`src/rrv_defines.svh`:
```
// RV32I control unit widths, NOP encoding, instruction field offsets and pipe depth
`ifndef RRV_DEFINES_SVH
`define RRV_DEFINES_SVH

// Datapath and register file
`define RRV_XLEN        32
`define RRV_REG_W       5

// ADDI x0, x0, 0
`define RRV_NOP         32'h0000_0013

// Instruction field offsets
`define RRV_RD_LSB      7
`define RRV_F3_LSB      12
`define RRV_RS1_LSB     15
`define RRV_RS2_LSB     20
`define RRV_F7_LSB      25

// Last stage index, Q101 to Q105
`define RRV_PIPE_DEPTH  5

`endif

```
`src/rrvPkg.sv`:
```
// Opcode, ALU, immediate, branch and write-back types for the RV32I control unit
package rrvPkg;

`include "rrv_defines.svh"

    typedef logic [`RRV_XLEN-1:0]  tWord;    // Instruction, PC or immediate
    typedef logic [`RRV_REG_W-1:0] tRegIdx;  // Register file index
    typedef logic [3:0]            tByteEn;  // One bit per byte lane

    // ------------------------------------------------------------------------
    // Major opcodes, bits 6:0
    // ------------------------------------------------------------------------
    typedef enum logic [6:0] {
        LUI    = 7'b0110111,
        AUIPC  = 7'b0010111,
        JAL    = 7'b1101111,
        JALR   = 7'b1100111,
        BRANCH = 7'b1100011,
        LOAD   = 7'b0000011,
        STORE  = 7'b0100011,
        I_OP   = 7'b0010011,
        R_OP   = 7'b0110011,
        FENCE  = 7'b0001111,
        SYSCAL = 7'b1110011   // Decoded as NOP
    } tOpcode;

    typedef enum logic [3:0] {
        ADD, SUB, SLL, SLT, SLTU, XOR, SRL, SRA, OR, AND
    } tAluOp;

    typedef enum logic [2:0] {
        I_TYPE, S_TYPE, B_TYPE, U_TYPE, J_TYPE
    } tImmType;

    // Same coding as funct3 of a branch
    typedef enum logic [2:0] {
        BEQ  = 3'b000,
        BNE  = 3'b001,
        BLT  = 3'b100,
        BGE  = 3'b101,
        BLTU = 3'b110,
        BGEU = 3'b111
    } tBranchType;

    typedef enum logic [1:0] {
        WB_ALU,
        WB_DMEM,
        WB_PC4   // Link address for JAL/JALR
    } tSelWb;

endpackage

```
`src/rrvIfs.sv`:
```
// Control word and hazard feedback bundles between decode, pipe and hazard blocks
`timescale 1ns/1ps

// Q101 control word, decoder to pipe registers
interface ctrlWordIf
    import rrvPkg::*;
();
    tRegIdx     regDst, regSrc1, regSrc2;
    tOpcode     opcode;
    tAluOp      aluOp;
    tBranchType branchOp;
    logic       selAluPc, selAluImm, lui;
    logic       regWrEn, dMemWrEn, dMemRdEn;
    tByteEn     dMemByteEn;
    logic       signExt;
    tSelWb      selWb;
    logic       selNextPcJ, selNextPcB;
    logic       preValid;             // Low on an inserted NOP

    modport dec (output regDst, regSrc1, regSrc2, opcode, aluOp, branchOp, selAluPc,
                 selAluImm, lui, regWrEn, dMemWrEn, dMemRdEn, dMemByteEn, signExt,
                 selWb, selNextPcJ, selNextPcB, preValid);
    modport pipe (input regDst, opcode, aluOp, branchOp, selAluPc, selAluImm, lui,
                  regWrEn, dMemWrEn, dMemRdEn, dMemByteEn, signExt, selWb,
                  selNextPcJ, selNextPcB, preValid);
endinterface

// Q102/Q103 state back to hazard and redirect logic
interface hazardFbIf
    import rrvPkg::*;
();
    tRegIdx regDstQ102, regDstQ103;
    logic   isLoadValidQ102, isLoadValidQ103;
    logic   selNextPcJQ102, selNextPcBQ102;

    modport pipe (output regDstQ102, isLoadValidQ102, regDstQ103, isLoadValidQ103,
                  selNextPcJQ102, selNextPcBQ102);
    modport haz (input regDstQ102, isLoadValidQ102, regDstQ103, isLoadValidQ103,
                 selNextPcJQ102, selNextPcBQ102);
endinterface

```
`src/rrvCtrl.sv`:
```
// RV32I five-stage control unit top, decode, hazard and pipe blocks on plain ports
`timescale 1ns/1ps

module rrvCtrl
    import rrvPkg::*;
(
    input  logic        Clock,
    input  logic        arstN,
    // Fetch side
    input  tWord        PreInstructionQ101H,
    input  tWord        PcQ101H,
    // Datapath feedback
    input  logic        BranchCondMetQ102H,
    input  logic        DMemReady,
    // Back-pressure
    output logic        ReadyQ100H,
    output logic        ReadyQ101H,
    output logic        SelNextPcAluOutQ102H,
    // Q101 register file read and immediate
    output tRegIdx      RegSrc1Q101H,
    output tRegIdx      RegSrc2Q101H,
    output tWord        ImmediateQ101H,
    // Execute
    output tAluOp       AluOpQ102H,
    output tBranchType  BranchOpQ102H,
    output logic        LuiQ102H,
    output logic        SelAluPcQ102H,
    output logic        SelAluImmQ102H,
    // Data memory
    output logic        DMemWrEnQ103H,
    output logic        DMemRdEnQ103H,
    output tByteEn      DMemByteEnQ103H,
    // Write-back
    output tRegIdx      RegDstQ105H,
    output logic        RegWrEnQ105H,
    output logic        SignExtQ105H,
    output tSelWb       SelWrBackQ105H,
    output logic        ValidInstQ105H
);

    logic insertNop;
    logic readyQ101;

    ctrlWordIf ctrlIf ();
    hazardFbIf fbIf ();

    rrvDecode uDecode (
        .preInstruction (PreInstructionQ101H),
        .insertNop      (insertNop),
        .immediate      (ImmediateQ101H),
        .ctrl           (ctrlIf.dec)
    );

    rrvHazard uHazard (
        .Clock           (Clock),
        .arstN           (arstN),
        .DMemReady       (DMemReady),
        .preInstruction  (PreInstructionQ101H),
        .branchCondMet   (BranchCondMetQ102H),
        .fb              (fbIf.haz),
        .insertNop       (insertNop),
        .readyQ101       (readyQ101),
        .readyQ100       (ReadyQ100H),
        .selNextPcAluOut (SelNextPcAluOutQ102H)
    );

    rrvCtrlPipe uPipe (
        .Clock           (Clock),
        .arstN           (arstN),
        .DMemReady       (DMemReady),
        .readyQ101       (readyQ101),
        .ctrl            (ctrlIf.pipe),
        .fb              (fbIf.pipe),
        .AluOpQ102H      (AluOpQ102H),
        .BranchOpQ102H   (BranchOpQ102H),
        .LuiQ102H        (LuiQ102H),
        .SelAluPcQ102H   (SelAluPcQ102H),
        .SelAluImmQ102H  (SelAluImmQ102H),
        .DMemWrEnQ103H   (DMemWrEnQ103H),
        .DMemRdEnQ103H   (DMemRdEnQ103H),
        .DMemByteEnQ103H (DMemByteEnQ103H),
        .RegDstQ105H     (RegDstQ105H),
        .RegWrEnQ105H    (RegWrEnQ105H),
        .SignExtQ105H    (SignExtQ105H),
        .SelWrBackQ105H  (SelWrBackQ105H),
        .ValidInstQ105H  (ValidInstQ105H)
    );

    assign ReadyQ101H   = readyQ101;
    // Source indices of the decoded word, zero on a bubble
    assign RegSrc1Q101H = ctrlIf.regSrc1;
    assign RegSrc2Q101H = ctrlIf.regSrc2;

endmodule

```
`src/rrvCtrlPipe.sv`:
```
// Control word and valid registers from Q102 to Q105 under the global freeze
`timescale 1ns/1ps
`include "rrv_defines.svh"

module rrvCtrlPipe
    import rrvPkg::*;
(
    input  logic        Clock,
    input  logic        arstN,
    input  logic        DMemReady,
    input  logic        readyQ101,
    ctrlWordIf.pipe     ctrl,
    hazardFbIf.pipe     fb,
    output tAluOp       AluOpQ102H,
    output tBranchType  BranchOpQ102H,
    output logic        LuiQ102H,
    output logic        SelAluPcQ102H,
    output logic        SelAluImmQ102H,
    output logic        DMemWrEnQ103H,
    output logic        DMemRdEnQ103H,
    output tByteEn      DMemByteEnQ103H,
    output tRegIdx      RegDstQ105H,
    output logic        RegWrEnQ105H,
    output logic        SignExtQ105H,
    output tSelWb       SelWrBackQ105H,
    output logic        ValidInstQ105H
);

    logic [`RRV_PIPE_DEPTH:2] preValid;    // Stage valid before freeze
    logic   validQ101, validQ102, validQ103;
    tRegIdx regDstQ102, regDstQ103, regDstQ104;
    tOpcode opcodeQ102, opcodeQ103;
    logic   selNextPcJQ102, selNextPcBQ102;
    logic   regWrEnQ102, regWrEnQ103, regWrEnQ104, regWrEnQ105;
    logic   dMemWrEnQ102, dMemRdEnQ102;
    tByteEn dMemByteEnQ102;
    logic   signExtQ102, signExtQ103, signExtQ104;
    tSelWb  selWbQ102, selWbQ103, selWbQ104;

    // ------------------------------------------------------------------------
    // Valid chain
    // ------------------------------------------------------------------------
    assign validQ101 = ctrl.preValid && readyQ101;

    always_ff @(posedge Clock or negedge arstN) begin
        if (!arstN) begin
            preValid <= '0;
        end else if (DMemReady) begin
            preValid <= {preValid[`RRV_PIPE_DEPTH-1:2], validQ101};
        end
    end

    assign validQ102      = preValid[2] && DMemReady;
    assign validQ103      = preValid[3] && DMemReady;
    assign ValidInstQ105H = preValid[`RRV_PIPE_DEPTH] && DMemReady;

    // ------------------------------------------------------------------------
    // Control registers, all frozen together
    // ------------------------------------------------------------------------
    always_ff @(posedge Clock or negedge arstN) begin
        if (!arstN) begin
            regDstQ102 <= '0; opcodeQ102 <= tOpcode'(7'd0);
            AluOpQ102H <= ADD; BranchOpQ102H <= BEQ;
            LuiQ102H <= 1'b0; SelAluPcQ102H <= 1'b0; SelAluImmQ102H <= 1'b0;
            selNextPcJQ102 <= 1'b0; selNextPcBQ102 <= 1'b0;
            regWrEnQ102 <= 1'b0; dMemWrEnQ102 <= 1'b0; dMemRdEnQ102 <= 1'b0;
            dMemByteEnQ102 <= '0; signExtQ102 <= 1'b0; selWbQ102 <= WB_ALU;
        end else if (DMemReady) begin  // Q101 -> Q102
            regDstQ102 <= ctrl.regDst; opcodeQ102 <= ctrl.opcode;
            AluOpQ102H <= ctrl.aluOp; BranchOpQ102H <= ctrl.branchOp;
            LuiQ102H <= ctrl.lui; SelAluPcQ102H <= ctrl.selAluPc;
            SelAluImmQ102H <= ctrl.selAluImm;
            selNextPcJQ102 <= ctrl.selNextPcJ; selNextPcBQ102 <= ctrl.selNextPcB;
            regWrEnQ102 <= ctrl.regWrEn; dMemWrEnQ102 <= ctrl.dMemWrEn;
            dMemRdEnQ102 <= ctrl.dMemRdEn; dMemByteEnQ102 <= ctrl.dMemByteEn;
            signExtQ102 <= ctrl.signExt; selWbQ102 <= ctrl.selWb;
        end
    end

    always_ff @(posedge Clock or negedge arstN) begin
        if (!arstN) begin
            regDstQ103 <= '0; opcodeQ103 <= tOpcode'(7'd0); regWrEnQ103 <= 1'b0;
            DMemWrEnQ103H <= 1'b0; DMemRdEnQ103H <= 1'b0; DMemByteEnQ103H <= '0;
            signExtQ103 <= 1'b0; selWbQ103 <= WB_ALU;
            regDstQ104 <= '0; regWrEnQ104 <= 1'b0; signExtQ104 <= 1'b0; selWbQ104 <= WB_ALU;
            RegDstQ105H <= '0; regWrEnQ105 <= 1'b0;
            SignExtQ105H <= 1'b0; SelWrBackQ105H <= WB_ALU;
        end else if (DMemReady) begin
            // Q102 -> Q103, memory stage
            regDstQ103 <= regDstQ102; opcodeQ103 <= opcodeQ102; regWrEnQ103 <= regWrEnQ102;
            DMemWrEnQ103H <= dMemWrEnQ102; DMemRdEnQ103H <= dMemRdEnQ102;
            DMemByteEnQ103H <= dMemByteEnQ102;
            signExtQ103 <= signExtQ102; selWbQ103 <= selWbQ102;
            // Q103 -> Q104 -> Q105, write-back fields only
            regDstQ104 <= regDstQ103; regWrEnQ104 <= regWrEnQ103;
            signExtQ104 <= signExtQ103; selWbQ104 <= selWbQ103;
            RegDstQ105H <= regDstQ104; regWrEnQ105 <= regWrEnQ104;
            SignExtQ105H <= signExtQ104; SelWrBackQ105H <= selWbQ104;
        end
    end

    assign RegWrEnQ105H = ValidInstQ105H && regWrEnQ105;  // Bubbles never write

    // Hazard feedback
    assign fb.regDstQ102      = regDstQ102;
    assign fb.regDstQ103      = regDstQ103;
    assign fb.isLoadValidQ102 = validQ102 && (opcodeQ102 == LOAD);
    assign fb.isLoadValidQ103 = validQ103 && (opcodeQ103 == LOAD);
    assign fb.selNextPcJQ102  = selNextPcJQ102;
    assign fb.selNextPcBQ102  = selNextPcBQ102;

    validKnown: assert property (@(posedge Clock) disable iff (!arstN)
        !$isunknown(ValidInstQ105H));

endmodule

```
`src/rrvDecode.sv`:
```
// Q101 decoder that turns the fetched instruction into the control word and immediate
`timescale 1ns/1ps
`include "rrv_defines.svh"

module rrvDecode
    import rrvPkg::*;
(
    input  tWord      preInstruction,
    input  logic      insertNop,
    output tWord      immediate,
    ctrlWordIf.dec    ctrl
);

    tWord    inst;
    tOpcode  opcode;
    logic [2:0] funct3;
    logic [6:0] funct7;
    tImmType immType;
    logic    memAccess;

    // Bubble replaces the fetched word on hazard or flush
    assign inst   = insertNop ? `RRV_NOP : preInstruction;
    assign opcode = tOpcode'(inst[6:0]);
    assign funct3 = inst[`RRV_F3_LSB +: 3];
    assign funct7 = inst[`RRV_F7_LSB +: 7];
    assign memAccess = (opcode == LOAD) || (opcode == STORE);

    // ------------------------------------------------------------------------
    // Control bits
    // ------------------------------------------------------------------------
    assign ctrl.preValid   = !insertNop;
    assign ctrl.opcode     = opcode;
    assign ctrl.regDst     = inst[`RRV_RD_LSB +: `RRV_REG_W];
    assign ctrl.regSrc1    = inst[`RRV_RS1_LSB +: `RRV_REG_W];
    assign ctrl.regSrc2    = inst[`RRV_RS2_LSB +: `RRV_REG_W];
    assign ctrl.branchOp   = tBranchType'(funct3);
    assign ctrl.selNextPcJ = (opcode == JAL) || (opcode == JALR);
    assign ctrl.selNextPcB = (opcode == BRANCH);
    assign ctrl.selAluPc   = (opcode == JAL) || (opcode == BRANCH) || (opcode == AUIPC);
    assign ctrl.selAluImm  = (opcode != R_OP);  // Reg-reg ops only use rs2
    assign ctrl.lui        = (opcode == LUI);
    assign ctrl.dMemWrEn   = (opcode == STORE);
    assign ctrl.dMemRdEn   = (opcode == LOAD);
    assign ctrl.signExt    = (opcode == LOAD) && !funct3[2];  // LB/LH/LW, not LBU/LHU
    assign ctrl.regWrEn    = (opcode == LUI)  || (opcode == AUIPC) || (opcode == JAL)
                          || (opcode == JALR) || (opcode == LOAD)  || (opcode == I_OP)
                          || (opcode == R_OP) || (opcode == FENCE);
    assign ctrl.selWb      = ctrl.selNextPcJ   ? WB_PC4  :
                             (opcode == LOAD)  ? WB_DMEM : WB_ALU;

    always_comb begin
        ctrl.dMemByteEn = '0;
        if (memAccess) begin
            case (funct3[1:0])
                2'b00:   ctrl.dMemByteEn = 4'b0001;  // Byte
                2'b01:   ctrl.dMemByteEn = 4'b0011;  // Half
                2'b10:   ctrl.dMemByteEn = 4'b1111;  // Word
                default: ctrl.dMemByteEn = '0;
            endcase
        end
    end

    // ALU op from funct3/funct7 with add for address and link math
    always_comb begin
        casez ({funct3, funct7, opcode})
            {3'b000, 7'b0000000, R_OP}: ctrl.aluOp = ADD;
            {3'b000, 7'b0100000, R_OP}: ctrl.aluOp = SUB;
            {3'b001, 7'b0000000, R_OP}: ctrl.aluOp = SLL;
            {3'b010, 7'b0000000, R_OP}: ctrl.aluOp = SLT;
            {3'b011, 7'b0000000, R_OP}: ctrl.aluOp = SLTU;
            {3'b100, 7'b0000000, R_OP}: ctrl.aluOp = XOR;
            {3'b101, 7'b0000000, R_OP}: ctrl.aluOp = SRL;
            {3'b101, 7'b0100000, R_OP}: ctrl.aluOp = SRA;
            {3'b110, 7'b0000000, R_OP}: ctrl.aluOp = OR;
            {3'b111, 7'b0000000, R_OP}: ctrl.aluOp = AND;
            {3'b010, 7'b???????, I_OP}: ctrl.aluOp = SLT;
            {3'b011, 7'b???????, I_OP}: ctrl.aluOp = SLTU;
            {3'b100, 7'b???????, I_OP}: ctrl.aluOp = XOR;
            {3'b110, 7'b???????, I_OP}: ctrl.aluOp = OR;
            {3'b111, 7'b???????, I_OP}: ctrl.aluOp = AND;
            {3'b001, 7'b0000000, I_OP}: ctrl.aluOp = SLL;   // Shift amount in rs2 slot
            {3'b101, 7'b0000000, I_OP}: ctrl.aluOp = SRL;
            {3'b101, 7'b0100000, I_OP}: ctrl.aluOp = SRA;
            default:                    ctrl.aluOp = ADD;   // ADDI, loads, stores, jumps
        endcase
    end

    // ------------------------------------------------------------------------
    // Immediate generation
    // ------------------------------------------------------------------------
    always_comb begin
        case (opcode)
            LUI, AUIPC: immType = U_TYPE;
            JAL:        immType = J_TYPE;
            BRANCH:     immType = B_TYPE;
            STORE:      immType = S_TYPE;
            default:    immType = I_TYPE;  // JALR, loads, I_OP
        endcase
    end

    always_comb begin
        case (immType)
            U_TYPE:  immediate = {inst[31:12], 12'b0};
            S_TYPE:  immediate = {{20{inst[31]}}, inst[31:25], inst[11:7]};
            B_TYPE:  immediate = {{20{inst[31]}}, inst[7], inst[30:25], inst[11:8], 1'b0};
            J_TYPE:  immediate = {{12{inst[31]}}, inst[19:12], inst[20], inst[30:21], 1'b0};
            default: immediate = {{20{inst[31]}}, inst[31:20]};
        endcase
    end

endmodule

```
`src/rrvHazard.sv`:
```
// Load-use hazard detection, Q102 redirect, flush tracking and fetch Ready levels
`timescale 1ns/1ps
`include "rrv_defines.svh"

module rrvHazard
    import rrvPkg::*;
(
    input  logic      Clock,
    input  logic      arstN,
    input  logic      DMemReady,
    input  tWord      preInstruction,
    input  logic      branchCondMet,
    hazardFbIf.haz    fb,
    output logic      insertNop,
    output logic      readyQ101,
    output logic      readyQ100,
    output logic      selNextPcAluOut
);

    tOpcode preOpcode;
    tRegIdx preRs1, preRs2;
    logic   useRs2;
    logic   loadHzQ102, loadHzQ103, loadHazard;
    logic   flushQ102, flushQ103;

    // Fields straight from the fetched word, ahead of NOP insertion
    assign preOpcode = tOpcode'(preInstruction[6:0]);
    assign preRs1    = preInstruction[`RRV_RS1_LSB +: `RRV_REG_W];
    assign preRs2    = preInstruction[`RRV_RS2_LSB +: `RRV_REG_W];
    assign useRs2    = (preOpcode == R_OP) || (preOpcode == STORE) || (preOpcode == BRANCH);

    // ------------------------------------------------------------------------
    // Load-use check with x0 included
    // ------------------------------------------------------------------------
    assign loadHzQ102 = fb.isLoadValidQ102 &&
                        ((fb.regDstQ102 == preRs1) || (useRs2 && fb.regDstQ102 == preRs2));
    assign loadHzQ103 = fb.isLoadValidQ103 &&
                        ((fb.regDstQ103 == preRs1) || (useRs2 && fb.regDstQ103 == preRs2));
    assign loadHazard = loadHzQ102 || loadHzQ103;

    // Jump, or branch taken, resolved in Q102
    assign flushQ102       = fb.selNextPcJQ102 || (fb.selNextPcBQ102 && branchCondMet);
    assign selNextPcAluOut = flushQ102;

    // Second wrong-path slot
    always_ff @(posedge Clock or negedge arstN) begin
        if (!arstN) begin
            flushQ103 <= 1'b0;
        end else if (DMemReady) begin
            flushQ103 <= flushQ102;
        end
    end

    assign insertNop = flushQ102 || flushQ103 || loadHazard;

    // Flush overrides the stall since the bubble goes in anyway
    assign readyQ101 = (DMemReady && !loadHazard) || flushQ102 || flushQ103;
    assign readyQ100 = DMemReady && readyQ101;

    // Squashed slot behind a redirect reaches Q102 as a NOP and never redirects
    redirectSquashesNext: assert property (@(posedge Clock) disable iff (!arstN)
        (selNextPcAluOut && DMemReady) |=> !selNextPcAluOut);

endmodule

```
`config.mk`:
```
export PLATFORM = sky130hd
export DESIGN_NAME = rrvCtrl
export DESIGN_NICKNAME = d
export VERILOG_FILES = /design/src/rrvPkg.sv /design/src/rrvIfs.sv /design/src/rrvCtrl.sv /design/src/rrvCtrlPipe.sv /design/src/rrvDecode.sv /design/src/rrvHazard.sv
export VERILOG_INCLUDE_DIRS = /design/src
export SDC_FILE = /design/constraint.sdc
export NUM_CORES = 1
export LEC_CHECK = 0
export BUFFER_PORTS_ARGS = -buffer_cell sky130_fd_sc_hd__buf_2
export CORE_AREA = 2 2 100 102
export CTS_CLUSTER_SIZE = 10
export DETAILED_ROUTE_END_ITERATION = 7
export DIE_AREA = 0 0 102 104
export PLACE_DENSITY = 0.81
export SYNTH_ARGS = -nofsm -noshare
export SYNTH_HDL_FRONTEND = slang
export SYNTH_SLANG_ARGS = --single-unit
```
`constraint.sdc`:
```
create_clock -name Clock -period 2.83 [get_ports Clock]
set_clock_uncertainty 0.2 [all_clocks]
set_input_delay 0.7075 -clock Clock [delete_from_list [all_inputs] [get_ports Clock]]
set_output_delay 0.7075 -clock Clock [all_outputs]
set_load 0.05 [all_outputs]
```
* Word-level counts from Yosys, hierarchy flattened *
Cells that the tools add are included.

storage, ports and cells
  input bits = 68
  output and inout bits = 71
  bits in registers = 79
  logic and storage cells = 133

cells by class
  muxes and demuxes = 8
  reduce and logical (&&, ||, !) cells = 49
  equality and inequality tests = 43

operator list
  cell                    number
  $pmux W31 S4            1
  $eq A17 B17 Y1 const B  7
  $pmux W4 S9             1
  $eq A7 B6 Y1 const B    5
  $eq A17 B15 Y1 const B  2
  $eq A17 B16 Y1 const B  2
  $mux W32                1
  $eq A10 B10 Y1 const B  3
  $eq A7 B7 Y1 const B    4
  $eq A7 B2 Y1 const B    3
  $logic_or A1 B1 Y1      21
  $eq A10 B9 Y1 const B   2
  $eq A5 B5 Y1            4
  $reduce_or A2 Y1        9
  $eq A17 B13 Y1 const B  1
  $logic_and A1 B1 Y1     15
  $eq A7 B5 Y1 const B    2
  $pmux W3 S4             1
  $pmux W4 S3             1
  $eq A7 B4 Y1 const B    1
  $ne A7 B6 Y1 const B    1
  $eq A3 B2 Y1 const B    2
  $mux W4                 1
  $eq A3 B1 Y1 const B    1
  other kinds (7)         9

* Longest topological paths before layout *
Gate-level depths: netlist (run 1).

  depth after elaboration = 17
  mapped depth = 14
  mapped depth without buffers = 13

* Modules after synthesis *
From an unflattened synthesis (run 1), not the netlist that was laid out.

unflattened totals
  cells, all modules = 396
  area total of the unflattened synthesis = 4,269.1 um^2

modules (own cells, without submodules)
  module       seq. area each (um^2)  area an instance (um^2)  times used  cells each
  rrvCtrlPipe  1,951.9                2,950.3                  1           179
  rrvDecode    0.0                    969.7                    1           171
  rrvHazard    25.0                   349.1                    1           46

* Least setup slack after synthesis (run 1) *
No wires, ideal clock.

  kind = input-to-output
  start point = input port PreInstructionQ101H[4]
  end point = output port ImmediateQ101H[11]
  data required time = 1,923 ps
  data arrival time = 3,046 ps
  path buffers = 2
  stages on the path = 8
  slack = -1,124 ps
  path through = buf_2 -> nand2_1 -> and3_1 -> and4_1 -> o2111ai_4 -> nand3_4 -> buf_4 -> a211oi_1

on the way
  word-level cells in the longest chain between the ends = 14
  elaborated cells between the ends (all ways) = 26
  classes of those cells = 12 x eq/ne; 3 x mux; 11 x reduce/logical

RTL lines
  element                                       line                              source
  from (decl)                                   rrvCtrl.sv:10                     input tWord PreInstructionQ101H,
  $eq A7 B6 Y1                                  rrvHazard.sv:30                   assign useRs2 = (preOpcode == R_OP) || (preOpcode == STORE) || (preOpcode == BRANCH);
  $logic_or A1 B1 Y1 (2 in a row)               rrvHazard.sv:30
  $logic_and A1 B1 Y1 (on tied branches)        rrvHazard.sv:36, rrvHazard.sv:38
  $logic_or A1 B1 Y1 (on tied branches)         rrvHazard.sv:36, rrvHazard.sv:38
  $logic_and A1 B1 Y1 (on tied branches)        rrvHazard.sv:35, rrvHazard.sv:37
  $logic_or A1 B1 Y1                            rrvHazard.sv:39                   assign loadHazard = loadHzQ102 || loadHzQ103;
  $logic_or A1 B1 Y1                            rrvHazard.sv:54                   assign insertNop = flushQ102 || flushQ103 || loadHazard;
  $mux W32 *                                    rrvDecode.sv:22                   assign inst = insertNop ? `RRV_NOP : preInstruction;
  $eq A7 B5 Y1 or $eq A7 B6 Y1 (tied branches)  rrvDecode.sv:92                   case (opcode)
  $reduce_or A2 Y1                              rrvDecode.sv:92
  $pmux W3 S4                                   rrvDecode.sv:92
  $eq A3 B3 Y1 (tied with other cells)          rrvDecode.sv:102                  case (immType)
  $pmux W31 S4 *                                rrvDecode.sv:102
  to (decl)                                     rrvCtrl.sv:22                     output tWord ImmediateQ101H,

Mark *: on every way between the ends. The rest lies on a longest branch, timed or not.

* Final worst setup path (run 1) *
  start point = input port PreInstructionQ101H[2]
  end point = output port ImmediateQ101H[0]

The elaborated chain is that of the path after synthesis.

==> results of run 1 <==
==> power groups by stage <==
| stage | clock [W] | sequential [W] | combinational [W] |
|---|---|---|---|
| floorplan | 0 | 0.00135 | 0.000565 |
| global placement | 0 | 0.00127 | 0.000890 |
| detailed placement | 0 | 0.00128 | 0.000911 |
| CTS | 0.000975 | 0.00126 | 0.00107 |
| global route | 0.00103 | 0.00127 | 0.00115 |
| finish | 0.000981 | 0.00126 | 0.00110 |
==> path summary, 6_finish.rpt <==
| check | startpoint | to | slack [ns] | cells past startpoint |
|---|---|---|---|---|
| setup reg to reg | uPipe.fb.regDstQ102[2] | uPipe.AluOpQ102H[1] | -0.33 | 15 |
| hold / removal | arstN | uPipe.RegDstQ105H[3] | 0.16 | 2 |
| hold reg to reg | uPipe.signExtQ102 | uPipe.signExtQ102 | 0.29 | 1 |
| max in group asynchronous | arstN | uPipe.regWrEnQ103 | 1.92 | 2 |
| setup / recovery | PreInstructionQ101H[2] | ImmediateQ101H[0] | -0.49 | 10 |
| min in group Clock | uPipe.signExtQ102 | uPipe.signExtQ102 | 0.29 | 1 |
==> state kept, by name, summed over array words and instances (netlist names), 2 cells and up <==
| name | count |
|---|---|
| uPipe.selWbQ102 | 2 |
| uPipe.opcodeQ102 | 7 |
| uPipe.fb.regDstQ103 | 5 |
| uPipe.DMemByteEnQ103H | 3 |
| uPipe.SelWrBackQ105H | 2 |
| uPipe.regDstQ104 | 5 |
| uPipe.AluOpQ102H | 4 |
| uPipe.BranchOpQ102H | 3 |
| uPipe.fb.regDstQ102 | 5 |
| uPipe.preValid | 4 |
| uPipe.dMemByteEnQ102 | 3 |
| uPipe.selWbQ104 | 2 |
| uPipe.RegDstQ105H | 5 |
| uPipe.selWbQ103 | 2 |
| uPipe.opcodeQ103 | 7 |
==> metrics by stage <==
step	utilization, %	total power [W]	TNS [ns]	cell area [sq um]
4_1_cts	67.68	0.003305	-18.96	6462
2_1_floorplan	-	0.001912	-15.53	4579
6_report	68.23	0.003340	-21.38	6515
5_1_grt	68.23	0.003458	-26.62	6515
3_3_place_gp	58.56	0.002160	-25.21	5592
3_5_place_dp	58.56	0.002190	-27.71	5592
==> logic make-up after synthesis <==
logic type	Yosys count	synth area share (%)
flip-flops	76	45.54
XOR/XNOR	21	4.404
multiplexers	41	11.05
AND/OR/NAND/NOR	149	17.97
adder cells (fa/ha/maj)	4	1.198
AO/OA/AOI/OAI	85	14.53
buffers and inverters	50	5.303
==> critical path, stage by stage <==
cell and delay (ns):
buf_6 0.10, nor4bb_4 0.31, and3_4 0.24, and4_4 0.22, o2111ai_4 0.15, nand3_4 0.17, buf_4 0.14, buf_12 0.14
a21oi_4 0.06, buf_8 0.16
==> metal layers <==
metal | global-route usage, % | up-vias | part of all wire [%]
met4 | 13.90 | 0 | 4.3
met2 | 44.64 | 223 | 52
li1 | - | 1832 | -
met1 | 31.89 | 2022 | 37
met5 | 0 | - | 0
met3 | 6.250 | 59 | 6.3
==> timing repair <==
item	CTS	global route
pin swaps	28	18
hold buffers	0	0
gates resized for setup	119	25
cloned	5	0
setup endpoints to repair	49	50
buffers inserted	16	6
==> final cells by class <==
cell class | instances | area share, %
Tap cell | 133 | 2.554
Clock inverter | 6 | 1.460
Timing Repair Buffer | 190 | 25.16
Clock buffer | 10 | 2.113
Inverter | 19 | 1.095
Sequential cell | 76 | 29.19
Multi-Input combinational cell | 300 | 38.43
==> layout by cell type, fill, tap and decap left out, types with 4 or more instances in the layout <==
| master | synthesis | layout |
|---|---|---|
| a211oi_2 | 2 | 4 |
| a21oi_1 | 29 | 22 |
| a21oi_4 | 0 | 5 |
| buf_12 | 0 | 6 |
| buf_2 | 6 | 57 |
| buf_4 | 5 | 71 |
| buf_6 | 1 | 44 |
| buf_8 | 0 | 10 |
| clkbuf_8 | 0 | 10 |
| dfrtp_1 | 76 | 76 |
| inv_1 | 19 | 18 |
| mux2_2 | 41 | 41 |
| nand2_1 | 38 | 36 |
| nand2b_1 | 4 | 4 |
| nand3_1 | 15 | 14 |
| nand4_1 | 6 | 6 |
| nor2_1 | 51 | 17 |
| nor2_2 | 0 | 4 |
| nor2_4 | 0 | 30 |
| nor3_1 | 9 | 9 |
| nor3b_4 | 0 | 6 |
| o21ai_0 | 12 | 9 |
| o22a_1 | 4 | 4 |
| o2bb2ai_1 | 17 | 16 |
| xnor2_1 | 11 | 11 |
| xor2_1 | 10 | 10 |
==> impl_metrics.tcl, run 1 <==
set metrics [dict create \
    outcome "complete, but fails checks" \
    violations "setup timing" \
    tightestPinTransition_ns 0.5811 \
    clock_path_buffers 2 \
    synth_nets 498 \
    async_flop_share_pct 100.0 \
    grt.total_usage_pct 26.84 \
    yosys_warnings 0 \
    multi_input_area_sq_um 2504 \
    ys_seq_elements 76 \
    hold_viol_final 0 \
    drc 0 \
    grt_max_degree 77 \
    antenna_cells 0 \
    syn_to_final_growth_pct 55.99 \
    routed-via-count 4136 \
    cp.required_ns 1.92 \
    grt_overflow 0 \
    dieWidth_microns 102 \
    io_pins 139 \
    drt-initial-drc-count 305 \
    finalSetupViolCount 49 \
    p_clk_share_pct 29.4 \
    place.gp.congestion 0.9085 \
    cts_tree "done" \
    synth_area_sq_um 4177 \
    drive_above_1_share_pct 53.91 \
    cts_buffers 9 \
    routed_wl_microns 14100 \
    setup_slack_ns -0.4866 \
    synth_top_area_share_pct 45.54 \
    antenna_found_initial 0 \
    die_h_microns 104 \
    grt_pass1_wl_microns 22370 \
    crit_arrival_ns 2.41 \
    avgSynthCellArea_sq_um 9.804 \
    clk_pin_slew_ns 0.10 \
    ys_seq_area_share_pct 45.54 \
    switching_share_pct 35.37 \
    seqCellArea_sq_um 1902 \
    maxCapViolCount 0 \
    design.core.area_sq_um 9549 \
    netlist-cell-type-count 48 \
    n_fill_cell 643 \
    rows 36 \
    grt_pass1_vias 4308 \
    netlist_top_cells_area "dfrtp_1, mux2_2, nor2_1" \
    yosysMostFrequentCell "dfrtp_1" \
    ant_nets 0 \
    yosysTopAreaCell "dfrtp_1" \
    powerDensity_nw_per_um2 512.7 \
    synth_edf_count 0 \
    pwr-share-seq_pct 37.8 \
    intPower_w 0.002159 \
    syn_inst 426 \
    min_period_over_period_pct 117.2 \
    avgViaCountPerCell 5.635 \
    power_frac_comb_pct 32.9 \
    cts-root-buf "clkbuf_8" \
    end_kind "output port" \
    switchingPower_w 0.001182 \
    path_class "input port to output port" \
    place_inst 697 \
    max_freq_ghz 0.3015 \
    cp_max_fo 7 \
    cts.sink_count 76 \
    htree_levels 3 \
    drt_first_pass_iters 5 \
    detailed_place_hpwl_microns 8712 \
    drv_slew 0 \
    initial_utilization_pct 43.74 \
    final_nets 668 \
    ys.flop_type "dfrtp_1" \
    leakage_nw 2.999 \
    dieArea_sq_um 10610 \
    wl_per_cell_microns 19.21 \
    yosys-top-cells-count "dfrtp_1, nor2_1, mux2_2, nand2_1, a21oi_1" \
    holdWs_ns 0.1552 \
    io_buffers 106 \
    pre_cts_slack_ns -0.6955 \
    max_slew_margin_pct 61.26 \
    fin_crit_ns 3.317 \
    grt_setup_unrepaired "yes" \
    cp-start-kind "input port" \
    holdCritPathClass "input port to async pin" \
    layout.cells.non_filler 734 \
    peakVddDrop_v 0.0002132 \
    insertion_delay_ns 0.36 \
]
No activity file was read; power rests on OpenSTA's default activity.
==> inputs of run 2 (changes only) <==
CELL_PAD_IN_SITES_DETAIL_PLACEMENT = 0   (was not set)
CELL_PAD_IN_SITES_GLOBAL_PLACEMENT = 2   (was not set)
CORE_AREA = 2 2 128 130   (was 2 2 100 102)
DIE_AREA = 0 0 130 132   (was 0 0 102 104)
PLACE_DENSITY = 0.82   (was 0.81)
REMOVE_ABC_BUFFERS = 1   (was not set)
==> run 2 against run 1 <==
  * The flow still finishes with violations (setup timing)
  * Hold slack worse by 0.0079 ns
  * Wire length is 8.8% lower
  * Combinational power is 11% lower
  * Clock power is 17% higher
  * Power grew 1.3%
  * Critical path depth stayed put
  * Sequential power is essentially flat
  * Count of clock-buffer cells in the layout up 1
  * First-iteration DRC count shrank 34%
  * Cell count up 12%
  * Sequential share of layout area up 1.1 points
  * Sequential cell count did not move
  * Largest power group unchanged
==> impl_metrics.tcl, run 2 (synthesis gave the netlist of run 1 again) <==
set metrics [dict create \
    routed_wl_microns 12860 \
    drt-initial-drc-count 200 \
    maxCapViolCount 0 \
    crit_family "simple AND/OR/NAND/NOR gates" \
    path_class "input port to output port" \
    intPower_w 0.002276 \
    hold_viol_final 0 \
    critical_path.most_common_cell "buf_4" \
    io_buffers 106 \
    crit_chain "buf_8 > nor4bb_4 > and3_4 > and4_4 > o2111ai_4 > buf_4 > buf_4 > nand2_1 > a21oi_1 > buf_4" \
    cts-root-buf "clkbuf_16" \
    dieWidth_microns 130 \
    ff2ff_path_depth 14 \
    antenna_found_initial 3 \
    finalSetupViolCount 49 \
    design.core.area_sq_um 15710 \
    min_period_over_period_pct 118.9 \
    cts.sink_count 76 \
    switchingPower_w 0.001108 \
    reg2reg_from "uPipe.fb.regDstQ102[0]" \
    powerDensity_nw_per_um2 539.0 \
    avgViaCountPerCell 4.678 \
    crit_arrival_ns 2.46 \
    clock_path_buffers 2 \
    grt_pass1_wl_microns 20140 \
    fin_crit_ns 3.365 \
    design_area_sq_um 6277 \
    initial_utilization_pct 26.58 \
    routed-via-count 3831 \
    grt_pass1_vias 3679 \
    peakVddDrop_v 0.0002624 \
    wl_per_cell_microns 15.70 \
    drive_above_1_share_pct 47.42 \
    end_kind "output port" \
    place.gp.congestion 0.8621 \
    cp_max_fo 2 \
    leakage_nw 2.958 \
    max_slew_margin_pct 65.51 \
    dpl_cell_area_sq_um 5415 \
    r2r_end "uPipe.AluOpQ102H[1]" \
    drt_first_pass_iters 4 \
    rows 46 \
    io_pins 139 \
    crit_path_top_delay_cell "nor4bb_4" \
    layout_common_cells "buf_4, dfrtp_1, buf_2" \
    cts_buffers 9 \
    layout.cells.non_filler 819 \
    grt_overflow 0 \
    max_freq_ghz 0.2972 \
    setup_slack_ns -0.5349 \
    pre_cts_slack_ns -0.7080 \
    drc 0 \
    power_frac_comb_pct 29.0 \
    final_nets 669 \
    htree_levels 3 \
    grt_max_degree 38 \
    final_common_cell "buf_4" \
    cts_tree "done" \
    largest_registers "uPipe.opcodeQ102: 7 flops, uPipe.opcodeQ103: 7 flops" \
    drv_slew 0 \
    cp-start-kind "input port" \
    detailed_place_hpwl_microns 9406 \
    grt_setup_unrepaired "yes" \
    worstSetupStartpoint "PreInstructionQ101H[2]" \
    syn_to_final_growth_pct 50.30 \
    reg2reg_slack_ns -0.18 \
    tightestPinTransition_ns 0.5174 \
    ant_nets 0 \
    holdCritPathClass "input port to async pin" \
    place_inst 790 \
    dieArea_sq_um 17160 \
    grt.total_usage_pct 15.09 \
    insertion_delay_ns 0.34 \
    switching_share_pct 32.74 \
    outcome "complete, but fails checks" \
    pwr-share-seq_pct 37.2 \
    p_clk_share_pct 33.9 \
    die_h_microns 132 \
    crit_path_max_incr_delay_ns 0.37 \
    clk_pin_slew_ns 0.06 \
    cp.required_ns 1.92 \
    violations "setup timing" \
    crit_buf_inv 4 \
    tns_ns -23.04 \
]
run 2: cell types whose count changed in the layout (fill, tap and decap cells not counted), sizes merged:
cell / change
clkbuf: +3
diode: +2
inv: -2
buf: -1
bufinv: -1
clkinv: +1
run 2: area by class of cell:
class,instances,area (sq um)
Inverter,19,71.32
Fill cell,1528,9435
Tap cell,216,270.3
Multi-Input combinational cell,300,2216
Clock buffer,11,242.7
Antenna cell,2,5.005
Sequential cell,76,1902
Clock inverter,4,50.05
Timing Repair Buffer,191,1520
run 2: through the flow:
step                      hold slack (ns)  util (%)  power [W]
after floorplan                    0.2119         -   0.001789
after global placement             0.2690     34.46   0.002121
after detailed placement           0.2730     34.46   0.002137
after CTS                          0.1670     38.41   0.003368
after global routing               0.1959     39.92   0.003537
final                              0.1473     39.95   0.003384
run 2: worst max path at each step:
stage / endpoint / slack [ns] / depth (start not counted)
2_1_floorplan: ImmediateQ101H[10] / -1.38 / 6
3_3_place_gp: uPipe.AluOpQ102H[0] / -0.63 / 13
3_5_place_dp: uPipe.AluOpQ102H[0] / -0.71 / 13
4_1_cts: ImmediateQ101H[0] / -0.49 / 9
5_1_grt: ReadyQ100H / -0.57 / 10
6_report: ReadyQ100H / -0.53 / 10
run 2: layer usage:
layer  GRT usage (%)  wire, microns  up-vias
met3           3.571            721       19
met5               0              0        -
li1                -              -     1839
met2           24.11           6109       98
met4           5.675            249        0
met1           19.75           5780     1875
run 2: power by group through the flow:
stage	clock, W	combinational, W	sequential [W]
after floorplan	0	0.000442	0.00135
after global placement	0	0.000852	0.00127
after detailed placement	0	0.000861	0.00128
after CTS	0.00117	0.000937	0.00126
after global routing	0.00122	0.00105	0.00127
final	0.00115	0.000981	0.00126
run 2: timing repair:
action / CTS / global route
setup endpoints to repair: 49 / 50
gates cloned: 1 / 2
pin swaps: 7 / 10
resized for setup: 92 / 36
buffers inserted: 4 / 5
hold buffers: 0 / 0
endpoints found under the hold margin: 0 / 0
